<file path="config.mk">
export PLATFORM = sky130hd
export DESIGN_NAME = regex_scanner
export DESIGN_NICKNAME = d
export VERILOG_FILES = /design/src/hw/scan_pkg.sv /design/src/hw/dfa_pkg.sv /design/src/hw/stream_context.sv /design/src/hw/regex_dfa.sv /design/src/hw/match_tally.sv /design/src/hw/regex_scanner.sv
export VERILOG_INCLUDE_DIRS = /design/src /design/src/hw
export SDC_FILE = /design/constraint.sdc
export NUM_CORES = 1
export LEC_CHECK = 0
export BUFFER_PORTS_ARGS = -buffer_cell sky130_fd_sc_hd__buf_2
export CAP_MARGIN = 40
export CELL_PAD_IN_SITES_DETAIL_PLACEMENT = 0
export CELL_PAD_IN_SITES_GLOBAL_PLACEMENT = 2
export CORE_UTILIZATION = 35
export DETAILED_ROUTE_END_ITERATION = 16
export PLACE_DENSITY_LB_ADDON = 0.1
export SLEW_MARGIN = 20
export SYNTH_ARGS = -nofsm -noshare
export SYNTH_HDL_FRONTEND = slang
export SYNTH_HIERARCHICAL = 1
export SYNTH_SLANG_ARGS = --single-unit
</file>
<file path="constraint.sdc">
create_clock -name clk -period 3.47 [get_ports clk]
set_input_delay 0.5205 -clock clk [delete_from_list [all_inputs] [get_ports clk]]
set_output_delay 0.5205 -clock clk [all_outputs]
set_load 0.02 [all_outputs]
</file>
<file path="src/hw/scan_settings.svh">
`ifndef SCAN_SETTINGS_SVH
`define SCAN_SETTINGS_SVH

// Sizing of the content scanner

// Number of interleaved flows with their own saved state
`define SCAN_NUM_FLOWS 64

// Flow identifier width, enough to address every flow
`define SCAN_FLOW_W 6

// Matching packet counter width, counter wraps
`define SCAN_COUNT_W 16

// Automaton state word as stored per flow
// Wider than the five states of the hard-coded signature needs
`define SCAN_STATE_W 11

`endif

</file>
<file path="src/hw/scan_pkg.sv">
`default_nettype none

`include "scan_settings.svh"

// Types of the packet stream side of the scanner
package scan_pkg;

   // One payload character, one per byte strobe
   typedef logic [7:0] byte_t;

   // Flow identifier, held with load_state and with eop
   typedef logic [`SCAN_FLOW_W-1:0] flow_id_t;

   // Number of matching enabled packets
   typedef logic [`SCAN_COUNT_W-1:0] match_count_t;

endpackage

`default_nettype wire

</file>
<file path="src/hw/dfa_pkg.sv">
`default_nettype none

`include "scan_settings.svh"

// Types and encodings of the signature automaton
package dfa_pkg;

   // Automaton state word, also the width of each saved flow entry
   typedef logic [`SCAN_STATE_W-1:0] dfa_state_t;

   // Nothing of the signature seen
   localparam dfa_state_t DFA_IDLE = 'd0;
   // "e" seen
   localparam dfa_state_t DFA_E    = 'd1;
   // "ev" seen
   localparam dfa_state_t DFA_EV   = 'd2;
   // "evi" seen
   localparam dfa_state_t DFA_EVI  = 'd3;
   // "evil" just completed
   localparam dfa_state_t DFA_HIT  = 'd4;

   // Signature characters in ASCII
   localparam logic [7:0] SIG_E = 8'h65;
   localparam logic [7:0] SIG_V = 8'h76;
   localparam logic [7:0] SIG_I = 8'h69;
   localparam logic [7:0] SIG_L = 8'h6c;

endpackage

`default_nettype wire

</file>
<file path="src/hw/stream_context.sv">
`timescale 1ns/1ps
`default_nettype none

`include "scan_settings.svh"

// Stage 1, restores the automaton state of a flow at packet start
module stream_context import scan_pkg::*, dfa_pkg::*; (
   input  logic       clk,
   input  logic       rst_n,
   input  logic       load_state,
   input  logic       new_stream_id,
   input  flow_id_t   stream_id,
   input  byte_t      char_in,
   input  logic       char_in_vld,
   input  logic       eop,
   input  logic       enable,
   input  logic       save_vld,
   input  flow_id_t   save_flow,
   input  dfa_state_t save_state,
   output dfa_state_t ctx_state,
   output logic       ctx_state_vld,
   output byte_t      ctx_char,
   output logic       ctx_char_vld,
   output logic       ctx_eop,
   output logic       ctx_enable,
   output flow_id_t   ctx_flow,
   output logic       ctx_start
);

   // One saved automaton state per flow
   dfa_state_t state_mem [`SCAN_NUM_FLOWS];

   // Enabled eop one stage behind ctx_eop
   logic     pend_vld;
   flow_id_t pend_flow;

   // Save for the restored flow is on the write-back port now
   logic fwd_hit;
   // Save for the restored flow is issued but not yet on the write-back port
   logic keep_hit;

   assign fwd_hit = save_vld && (save_flow == stream_id);

   // Packet ended one or two cycles ago on this flow with enable
   // The automaton register still holds exactly the state about to be saved
   assign keep_hit = (ctx_eop && ctx_enable && (ctx_flow == stream_id)) ||
                     (pend_vld && (pend_flow == stream_id));

   // Write-back from stage 3
   always_ff @(posedge clk)
   begin
      if (save_vld)
         state_mem[save_flow] <= save_state;
   end

   // Restore word, fresh flows start from the idle state
   always_ff @(posedge clk)
   begin
      if (load_state)
      begin
         if (new_stream_id)
            ctx_state <= DFA_IDLE;
         else if (fwd_hit)
            ctx_state <= save_state;
         else
            ctx_state <= state_mem[stream_id];
      end
   end

   // Strobes, delayed one cycle to line up with the restored state
   always_ff @(posedge clk)
   begin
      if (!rst_n)
      begin
         ctx_state_vld <= 1'b0;
         ctx_char_vld  <= 1'b0;
         ctx_eop       <= 1'b0;
         ctx_start     <= 1'b0;
         pend_vld      <= 1'b0;
      end
      else
      begin
         // No load when the automaton already holds the flow's state
         ctx_state_vld <= load_state && (new_stream_id || !keep_hit);
         ctx_char_vld  <= char_in_vld;
         ctx_eop       <= eop;
         ctx_start     <= load_state;
         pend_vld      <= ctx_eop && ctx_enable;
      end
   end

   // Payload follows the strobes
   always_ff @(posedge clk)
   begin
      ctx_char   <= char_in;
      ctx_enable <= enable;
      ctx_flow   <= stream_id;
      pend_flow  <= ctx_flow;
   end

endmodule

`default_nettype wire

</file>
<file path="src/hw/regex_dfa.sv">
`timescale 1ns/1ps
`default_nettype none

// Stage 2, steps the "evil" automaton one byte per cycle
module regex_dfa import scan_pkg::*, dfa_pkg::*; (
   input  logic       clk,
   input  logic       rst_n,
   input  dfa_state_t ctx_state,
   input  logic       ctx_state_vld,
   input  byte_t      ctx_char,
   input  logic       ctx_char_vld,
   input  logic       ctx_eop,
   input  logic       ctx_enable,
   input  flow_id_t   ctx_flow,
   input  logic       ctx_start,
   output dfa_state_t dfa_state,
   output logic       dfa_accept,
   output logic       dfa_eop,
   output logic       dfa_enable,
   output flow_id_t   dfa_flow,
   output logic       dfa_start
);

   // Transition function from the prefix rule of the signature
   function automatic dfa_state_t step(input dfa_state_t cur, input byte_t ch);
      dfa_state_t nxt;
      // An "e" always restarts a partial match
      if (ch == SIG_E)
         nxt = DFA_E;
      else
      begin
         case (cur)
            DFA_E:
               nxt = (ch == SIG_V) ? DFA_EV : DFA_IDLE;
            DFA_EV:
               nxt = (ch == SIG_I) ? DFA_EVI : DFA_IDLE;
            DFA_EVI:
               nxt = (ch == SIG_L) ? DFA_HIT : DFA_IDLE;
            // Idle, hit and unused codes search from scratch
            default:
               nxt = DFA_IDLE;
         endcase
      end
      return nxt;
   endfunction

   // State the byte applies to
   dfa_state_t cur_state;
   // State after this cycle's byte, if any
   dfa_state_t next_state;

   always_comb
   begin
      // A restored state takes over from the running one
      cur_state  = ctx_state_vld ? ctx_state : dfa_state;
      next_state = ctx_char_vld ? step(cur_state, ctx_char) : cur_state;
   end

   // Automaton register and strobes
   always_ff @(posedge clk)
   begin
      if (!rst_n)
      begin
         dfa_state  <= DFA_IDLE;
         dfa_accept <= 1'b0;
         dfa_eop    <= 1'b0;
         dfa_start  <= 1'b0;
      end
      else
      begin
         dfa_state  <= next_state;
         // Pulse only on the byte that enters the hit state
         dfa_accept <= ctx_char_vld && (next_state == DFA_HIT);
         dfa_eop    <= ctx_eop;
         dfa_start  <= ctx_start;
      end
   end

   // End of packet payload, one register of delay
   always_ff @(posedge clk)
   begin
      dfa_enable <= ctx_enable;
      dfa_flow   <= ctx_flow;
   end

endmodule

`default_nettype wire

</file>
<file path="src/hw/match_tally.sv">
`timescale 1ns/1ps
`default_nettype none

// Stage 3, per-packet match accounting and state write-back
module match_tally import scan_pkg::*, dfa_pkg::*; (
   input  logic         clk,
   input  logic         rst_n,
   input  dfa_state_t   dfa_state,
   input  logic         dfa_accept,
   input  logic         dfa_eop,
   input  logic         dfa_enable,
   input  flow_id_t     dfa_flow,
   input  logic         dfa_start,
   output match_count_t count,
   output logic         fired,
   output logic         save_vld,
   output flow_id_t     save_flow,
   output dfa_state_t   save_state
);

   // Current packet has matched at least once
   logic pkt_match;

   assign fired = pkt_match;

   always_ff @(posedge clk)
   begin
      if (!rst_n)
      begin
         pkt_match <= 1'b0;
         count     <= '0;
         save_vld  <= 1'b0;
      end
      else
      begin
         // Only enabled packets hand their state back
         save_vld <= dfa_eop && dfa_enable;

         // Fresh flag for every packet
         if (dfa_start)
            pkt_match <= 1'b0;

         // Several hits in one packet still set one flag
         if (dfa_accept)
            pkt_match <= 1'b1;

         if (dfa_eop)
         begin
            if (dfa_enable)
               count <= count + match_count_t'(pkt_match);
            else
               // Disabled packet, forget the match
               pkt_match <= 1'b0;
         end
      end
   end

   // Final state of the packet, written into the flow memory
   always_ff @(posedge clk)
   begin
      if (dfa_eop)
      begin
         save_flow  <= dfa_flow;
         save_state <= dfa_state;
      end
   end

endmodule

`default_nettype wire

</file>
<file path="src/hw/regex_scanner.sv">
`timescale 1ns/1ps
`default_nettype none

// Multi-flow signature scanner, three-stage pipeline
module regex_scanner import scan_pkg::*, dfa_pkg::*; (
   input  logic         clk,
   input  logic         rst_n,
   input  logic         load_state,
   input  logic         new_stream_id,
   input  flow_id_t     stream_id,
   input  byte_t        char_in,
   input  logic         char_in_vld,
   input  logic         eop,
   input  logic         enable,
   output match_count_t count,
   output logic         fired
);

   // Stage 1 to stage 2
   dfa_state_t ctx_state;
   logic       ctx_state_vld;
   byte_t      ctx_char;
   logic       ctx_char_vld;
   logic       ctx_eop;
   logic       ctx_enable;
   flow_id_t   ctx_flow;
   logic       ctx_start;

   // Stage 2 to stage 3
   dfa_state_t dfa_state;
   logic       dfa_accept;
   logic       dfa_eop;
   logic       dfa_enable;
   flow_id_t   dfa_flow;
   logic       dfa_start;

   // Write-back from stage 3 into the flow memory
   logic       save_vld;
   flow_id_t   save_flow;
   dfa_state_t save_state;

   stream_context u_stream_context (
      .clk           (clk),
      .rst_n         (rst_n),
      .load_state    (load_state),
      .new_stream_id (new_stream_id),
      .stream_id     (stream_id),
      .char_in       (char_in),
      .char_in_vld   (char_in_vld),
      .eop           (eop),
      .enable        (enable),
      .save_vld      (save_vld),
      .save_flow     (save_flow),
      .save_state    (save_state),
      .ctx_state     (ctx_state),
      .ctx_state_vld (ctx_state_vld),
      .ctx_char      (ctx_char),
      .ctx_char_vld  (ctx_char_vld),
      .ctx_eop       (ctx_eop),
      .ctx_enable    (ctx_enable),
      .ctx_flow      (ctx_flow),
      .ctx_start     (ctx_start)
   );

   regex_dfa u_regex_dfa (
      .clk           (clk),
      .rst_n         (rst_n),
      .ctx_state     (ctx_state),
      .ctx_state_vld (ctx_state_vld),
      .ctx_char      (ctx_char),
      .ctx_char_vld  (ctx_char_vld),
      .ctx_eop       (ctx_eop),
      .ctx_enable    (ctx_enable),
      .ctx_flow      (ctx_flow),
      .ctx_start     (ctx_start),
      .dfa_state     (dfa_state),
      .dfa_accept    (dfa_accept),
      .dfa_eop       (dfa_eop),
      .dfa_enable    (dfa_enable),
      .dfa_flow      (dfa_flow),
      .dfa_start     (dfa_start)
   );

   match_tally u_match_tally (
      .clk        (clk),
      .rst_n      (rst_n),
      .dfa_state  (dfa_state),
      .dfa_accept (dfa_accept),
      .dfa_eop    (dfa_eop),
      .dfa_enable (dfa_enable),
      .dfa_flow   (dfa_flow),
      .dfa_start  (dfa_start),
      .count      (count),
      .fired      (fired),
      .save_vld   (save_vld),
      .save_flow  (save_flow),
      .save_state (save_state)
   );

endmodule

`default_nettype wire

</file>
## After elaboration in Yosys (flattened, before gate mapping)

Memories as Yosys holds them, arrays and structs flattened. A register that Yosys moved wholly into a read port is not among the register bits.
Cells that the tools add are included.

- Bits in read-only memories: 0
- Word-level logic and storage cells: 54
- Bits in registers: 76
- RAM bits: 704
- Memories kept: 1
- Output and inout bits: 17
- Bits of input ports: 21
- Latch bits: 0

- Bitwise operators: 0
- Add/subtract/negate cells: 1
- $lt $le $gt $ge: 0
- Div/mod/pow operators: 0
- Reduce and logical (&&, ||, !) cells: 10
- Shifts and indexed selects: 0
- Multiply operators: 0
- Eq/ne operators: 10
- Mux-type cells: 13

Memories:

| name | depth | bits a word | read ports | clocked after Yosys merged registers in | write ports | line | RTL |
|---|---|---|---|---|---|---|---|
| u_stream_context.state_mem | 64 | 11 | 1 | 1 | 1 | stream_context.sv:31 | `` dfa_state_t state_mem [`SCAN_NUM_FLOWS]; `` |

Operators with widths:

| kind | number |
|---|---|
| two-way mux 11 bit | 3 |
| one-hot mux 11 bit (3 select lines) | 1 |
| == test 8 x 7 -> 1 bit (second input constant) | 4 |
| == test 11 x 2 -> 1 bit (second input constant) | 2 |
| adder 16 x 1 -> 16 bit | 1 |
| == test 6 bit | 2 |
| == test 11 x 1 -> 1 bit (second input constant) | 1 |
| == test 11 x 3 -> 1 bit (second input constant) | 1 |
| logical AND 1 bit | 6 |
| two-way mux 1 bit | 6 |
| two-way mux 2 bit | 2 |
| two-way mux 3 bit | 1 |
| logical OR 1 bit | 2 |
| AND reduction 2 bit | 1 |
| logical NOT 1 bit | 1 |

## Depth between registers and ports, before layout

- Depth after elaboration: 7
- Mapped depth: 9
- Depth with buffers taken out: 6

## Hierarchy

Netlist, hierarchy kept.

By module, submodules not included:

| module | area each (µm²) | sequential area each (µm²) | cells an instance | instances |
|---|---|---|---|---|
| stream_context | 28205.8 | 21991.1 | 1271 | 1 |
| match_tally | 1310.0 | 870.8 | 108 | 1 |
| regex_dfa | 849.6 | 420.4 | 77 | 1 |

## Worst setup path after synthesis

Ideal clock, no wire load.

- Kind: input to register
- From: input stream_id[2]
- To: register u_stream_context.ctx_state[0], read port of u_stream_context.state_mem (data pin)
- Data arrival time: 2591 ps
- Setup slack: 607 ps
- Setup time: 272 ps
- Data required time: 3198 ps
- Stages: 8
- Path buffers: 4
- Cells stage by stage: buf_2 -> buf_2 -> clkbuf_1 -> buf_1 -> mux4_2 -> a22oi_1 -> a21oi_1 -> or4_1

RTL lines:

| element | line | RTL |
|---|---|---|
| from (decl) | regex_scanner.sv:10 | `input flow_id_t stream_id,` |
| to (decl) | stream_context.sv:20 | `output dfa_state_t ctx_state,` |

==> flow_metrics.tcl <==
set metrics [dict create \
    layout_common_cells "edfxtp_1, mux4_2, buf_4, clkbuf_16, nor2_1" \
    die_w_um 296.5 \
    ios 38 \
    grt_pass1_vias 15230 \
    wl_per_cell_um 27.51 \
    synth_top_family_by_area "multiplexers" \
    design_area_um2 35800 \
    dr.first_iter.drc_count 1248 \
    period_minus_slack_ps 2749 \
    yosys_warnings 6 \
    hold_viol_final 0 \
    cp-end-kind "flip-flop" \
    max_stage_delay_ps 720 \
    postLayoutCoreUtil_pct 41.85 \
    synth_flop_cell "edfxtp_1" \
    grt-ovfl-total 0 \
    die-area_um2 87940 \
    syn_nets 1479 \
    drt-total-wl_um 78970 \
    synth_largest_area_cell "edfxtp_1" \
    p_per_area_nw_per_um2 577.9 \
    netlist_instances 1456 \
    final_common_cell "edfxtp_1" \
    hpwl_um 48010 \
    fmax_mhz 363.8 \
    synth.top_cell.area_share_pct 72.39 \
    critPathArrivalTime_ps 3110 \
    leakage_nw 11.47 \
    syn-cell-area_um2 30370 \
    synthXorXnorAreaFrac_pct 0.7499 \
    holdBufCountCts 9 \
    start_util_pct 35.50 \
    synth-adder-area-share_pct 0.08241 \
    fin_ws_ps 721.4 \
    grt_util_all_layers_pct 18.35 \
    pre_cts_slack_ps 246.6 \
    yosysUniqueCellTypes 52 \
    cts_resized 0 \
    drv_cap 0 \
    cts_buffer_depth 3 \
    path_delay_family "compound AO/OA/AOI/OAI gates" \
    die_h_um 296.5 \
    cts_tree "built" \
    antenna_found_initial 3 \
    synth_area_leaders "edfxtp_1, mux4_2, dfxtp_1" \
    antennaDiodeCount 0 \
    place_area_um2 32780 \
    synth-simple-area-share_pct 3.441 \
    cp.required_ps 3830 \
    rsz0062_at_grt "no" \
    cp_slowest_cell "edfxtp_1" \
    drive_above_1_share_pct 29.32 \
    avgSynthCellArea_um2 20.86 \
    insertion_delay_ps 630 \
    worstSetupStartpointType "flip-flop" \
    coreArea_um2 85550 \
    ir_drop_uv 410.5 \
    vias 14900 \
    path_clk_slew_ps 60 \
    clockRootBuffer "clkbuf_16" \
    cts_setup_buffers 0 \
    synth_compound_area_share_pct 3.103 \
    cts_buffers 90 \
    fin_crit_sh_pct 79.21 \
    num_rows 107 \
    area_delta_synth_final_pct 17.90 \
    cts_sinks 797 \
    drtPass1Iterations 5 \
    setup_viol 0 \
    crit_fanout 11 \
    grt_pass1_wl_um 113500 \
    nets 1679 \
    path_class "reg -> reg" \
    synthArstFlopShare_pct 0 \
    setup_tns_ps 0 \
    ys_ff_latch 797 \
    ys_seq_area_share_pct 76.67 \
    drv_slew 0 \
    grt_max_degree 65 \
    port_buffers 37 \
    drc 0 \
    skew_ps 13.62 \
    maxSlewHeadroom_pct 43.41 \
    path_buf_inv 0 \
    worst_slew_pin_slew_ps 848.9 \
    status "completed" \
    drtAntennaViolNets 0 \
    synthMuxAreaShare_pct 14.41 \
    cts_max_level 3 \
    holdWs_ps 114.2 \
    via_per_inst 5.191 \
    place.gp.congestion 0.7520 \
    crit_chain "xnor2_1 -> nand4_1 -> o2111a_1 -> a21boi_1 -> or4_1" \
    synth-edff-count 732 \
    hold_path_class "in -> reg" \
]
## cell families (layout without fill, tap and decap cells)
| family | Yosys count | count (layout) |
|---|---|---|
| flip-flops | 797 | 797 |
| multiplexers | 202 | 202 |
| AND/OR/NAND/NOR | 200 | 200 |
| AO/OA/AOI/OAI | 133 | 133 |
| buffers and inverters | 96 | 366 |
| XOR/XNOR | 26 | 26 |
| adder cells (fa/ha/maj) | 2 | 2 |
## metrics by stage
| step | cells | total power (W) |
|---|---|---|
| 2_1_floorplan | 1456 | 0.01117 |
| 3_3_place_gp | 2696 | 0.01149 |
| 3_5_place_dp | 2698 | 0.01150 |
| 4_1_cts | 2869 | 0.02094 |
| 5_1_grt | 2870 | 0.02133 |
| 6_report | 2870 | 0.02069 |
## final timing paths
check                                                   from                       endpoint  slack, ps  cells past startpoint
worst min register to register  u_stream_context/ctx_flow[3]  u_stream_context/pend_flow[3]        370                      0
worst max register to register    u_match_tally/save_flow[3]  u_stream_context/ctx_state[4]        720                      5
worst max-delay path              u_match_tally/save_flow[3]  u_stream_context/ctx_state[4]        720                      5
worst min-delay path                             char_in_vld  u_stream_context/ctx_char_vld        110                      2
## state kept, by name, indices dropped and copies added, names as in the netlist, 6 cells and up
name	flops
u_stream_context/ctx_state	11
u_stream_context/state_mem	704
u_regex_dfa/dfa_flow	6
u_stream_context/pend_flow	6
u_match_tally/save_state	11
u_regex_dfa/dfa_state	11
u_stream_context/ctx_flow	6
u_match_tally/save_flow	6
u_stream_context/ctx_char	8
u_match_tally/count	16
## synthesized netlist by cell type, types with 12 or more instances
cell        n
a21boi_1   12
a21oi_1    30
a22oi_1    64
buf_2      12
clkbuf_1   45
dfxtp_1    65
edfxtp_1  732
mux2i_1    13
mux4_2    188
nand2_1    18
nand3_1    18
nor2_1     90
or4_1      16
xnor2_1    17
## area by class of cell
class,instances,area (um^2)
clock buffers,116,2435
fillers,7545,49750
well taps,1144,1431
inverters,19,71.32
multi-input cells,563,6628
clock inverters,46,471.7
repair buffers,185,1481
flip-flops and latches,797,23280
## power by group
part           leakage [nW]  switching (W)  total [W]  internal (W)
Combinational          2.89       0.000459   0.000801      0.000342
Sequential             7.15      0.0000374     0.0105        0.0104
Clock                  1.44        0.00373    0.00940       0.00567
## layer usage
metal	GRT usage, %	routed length (um)	up-vias
met5	0	0	-
met4	5.368	1880	0
met3	2.585	3161	107
met2	28.05	36270	324
met1	27.27	37660	8023
li1	-	-	6443
Power figures use the tool's default switching activity.
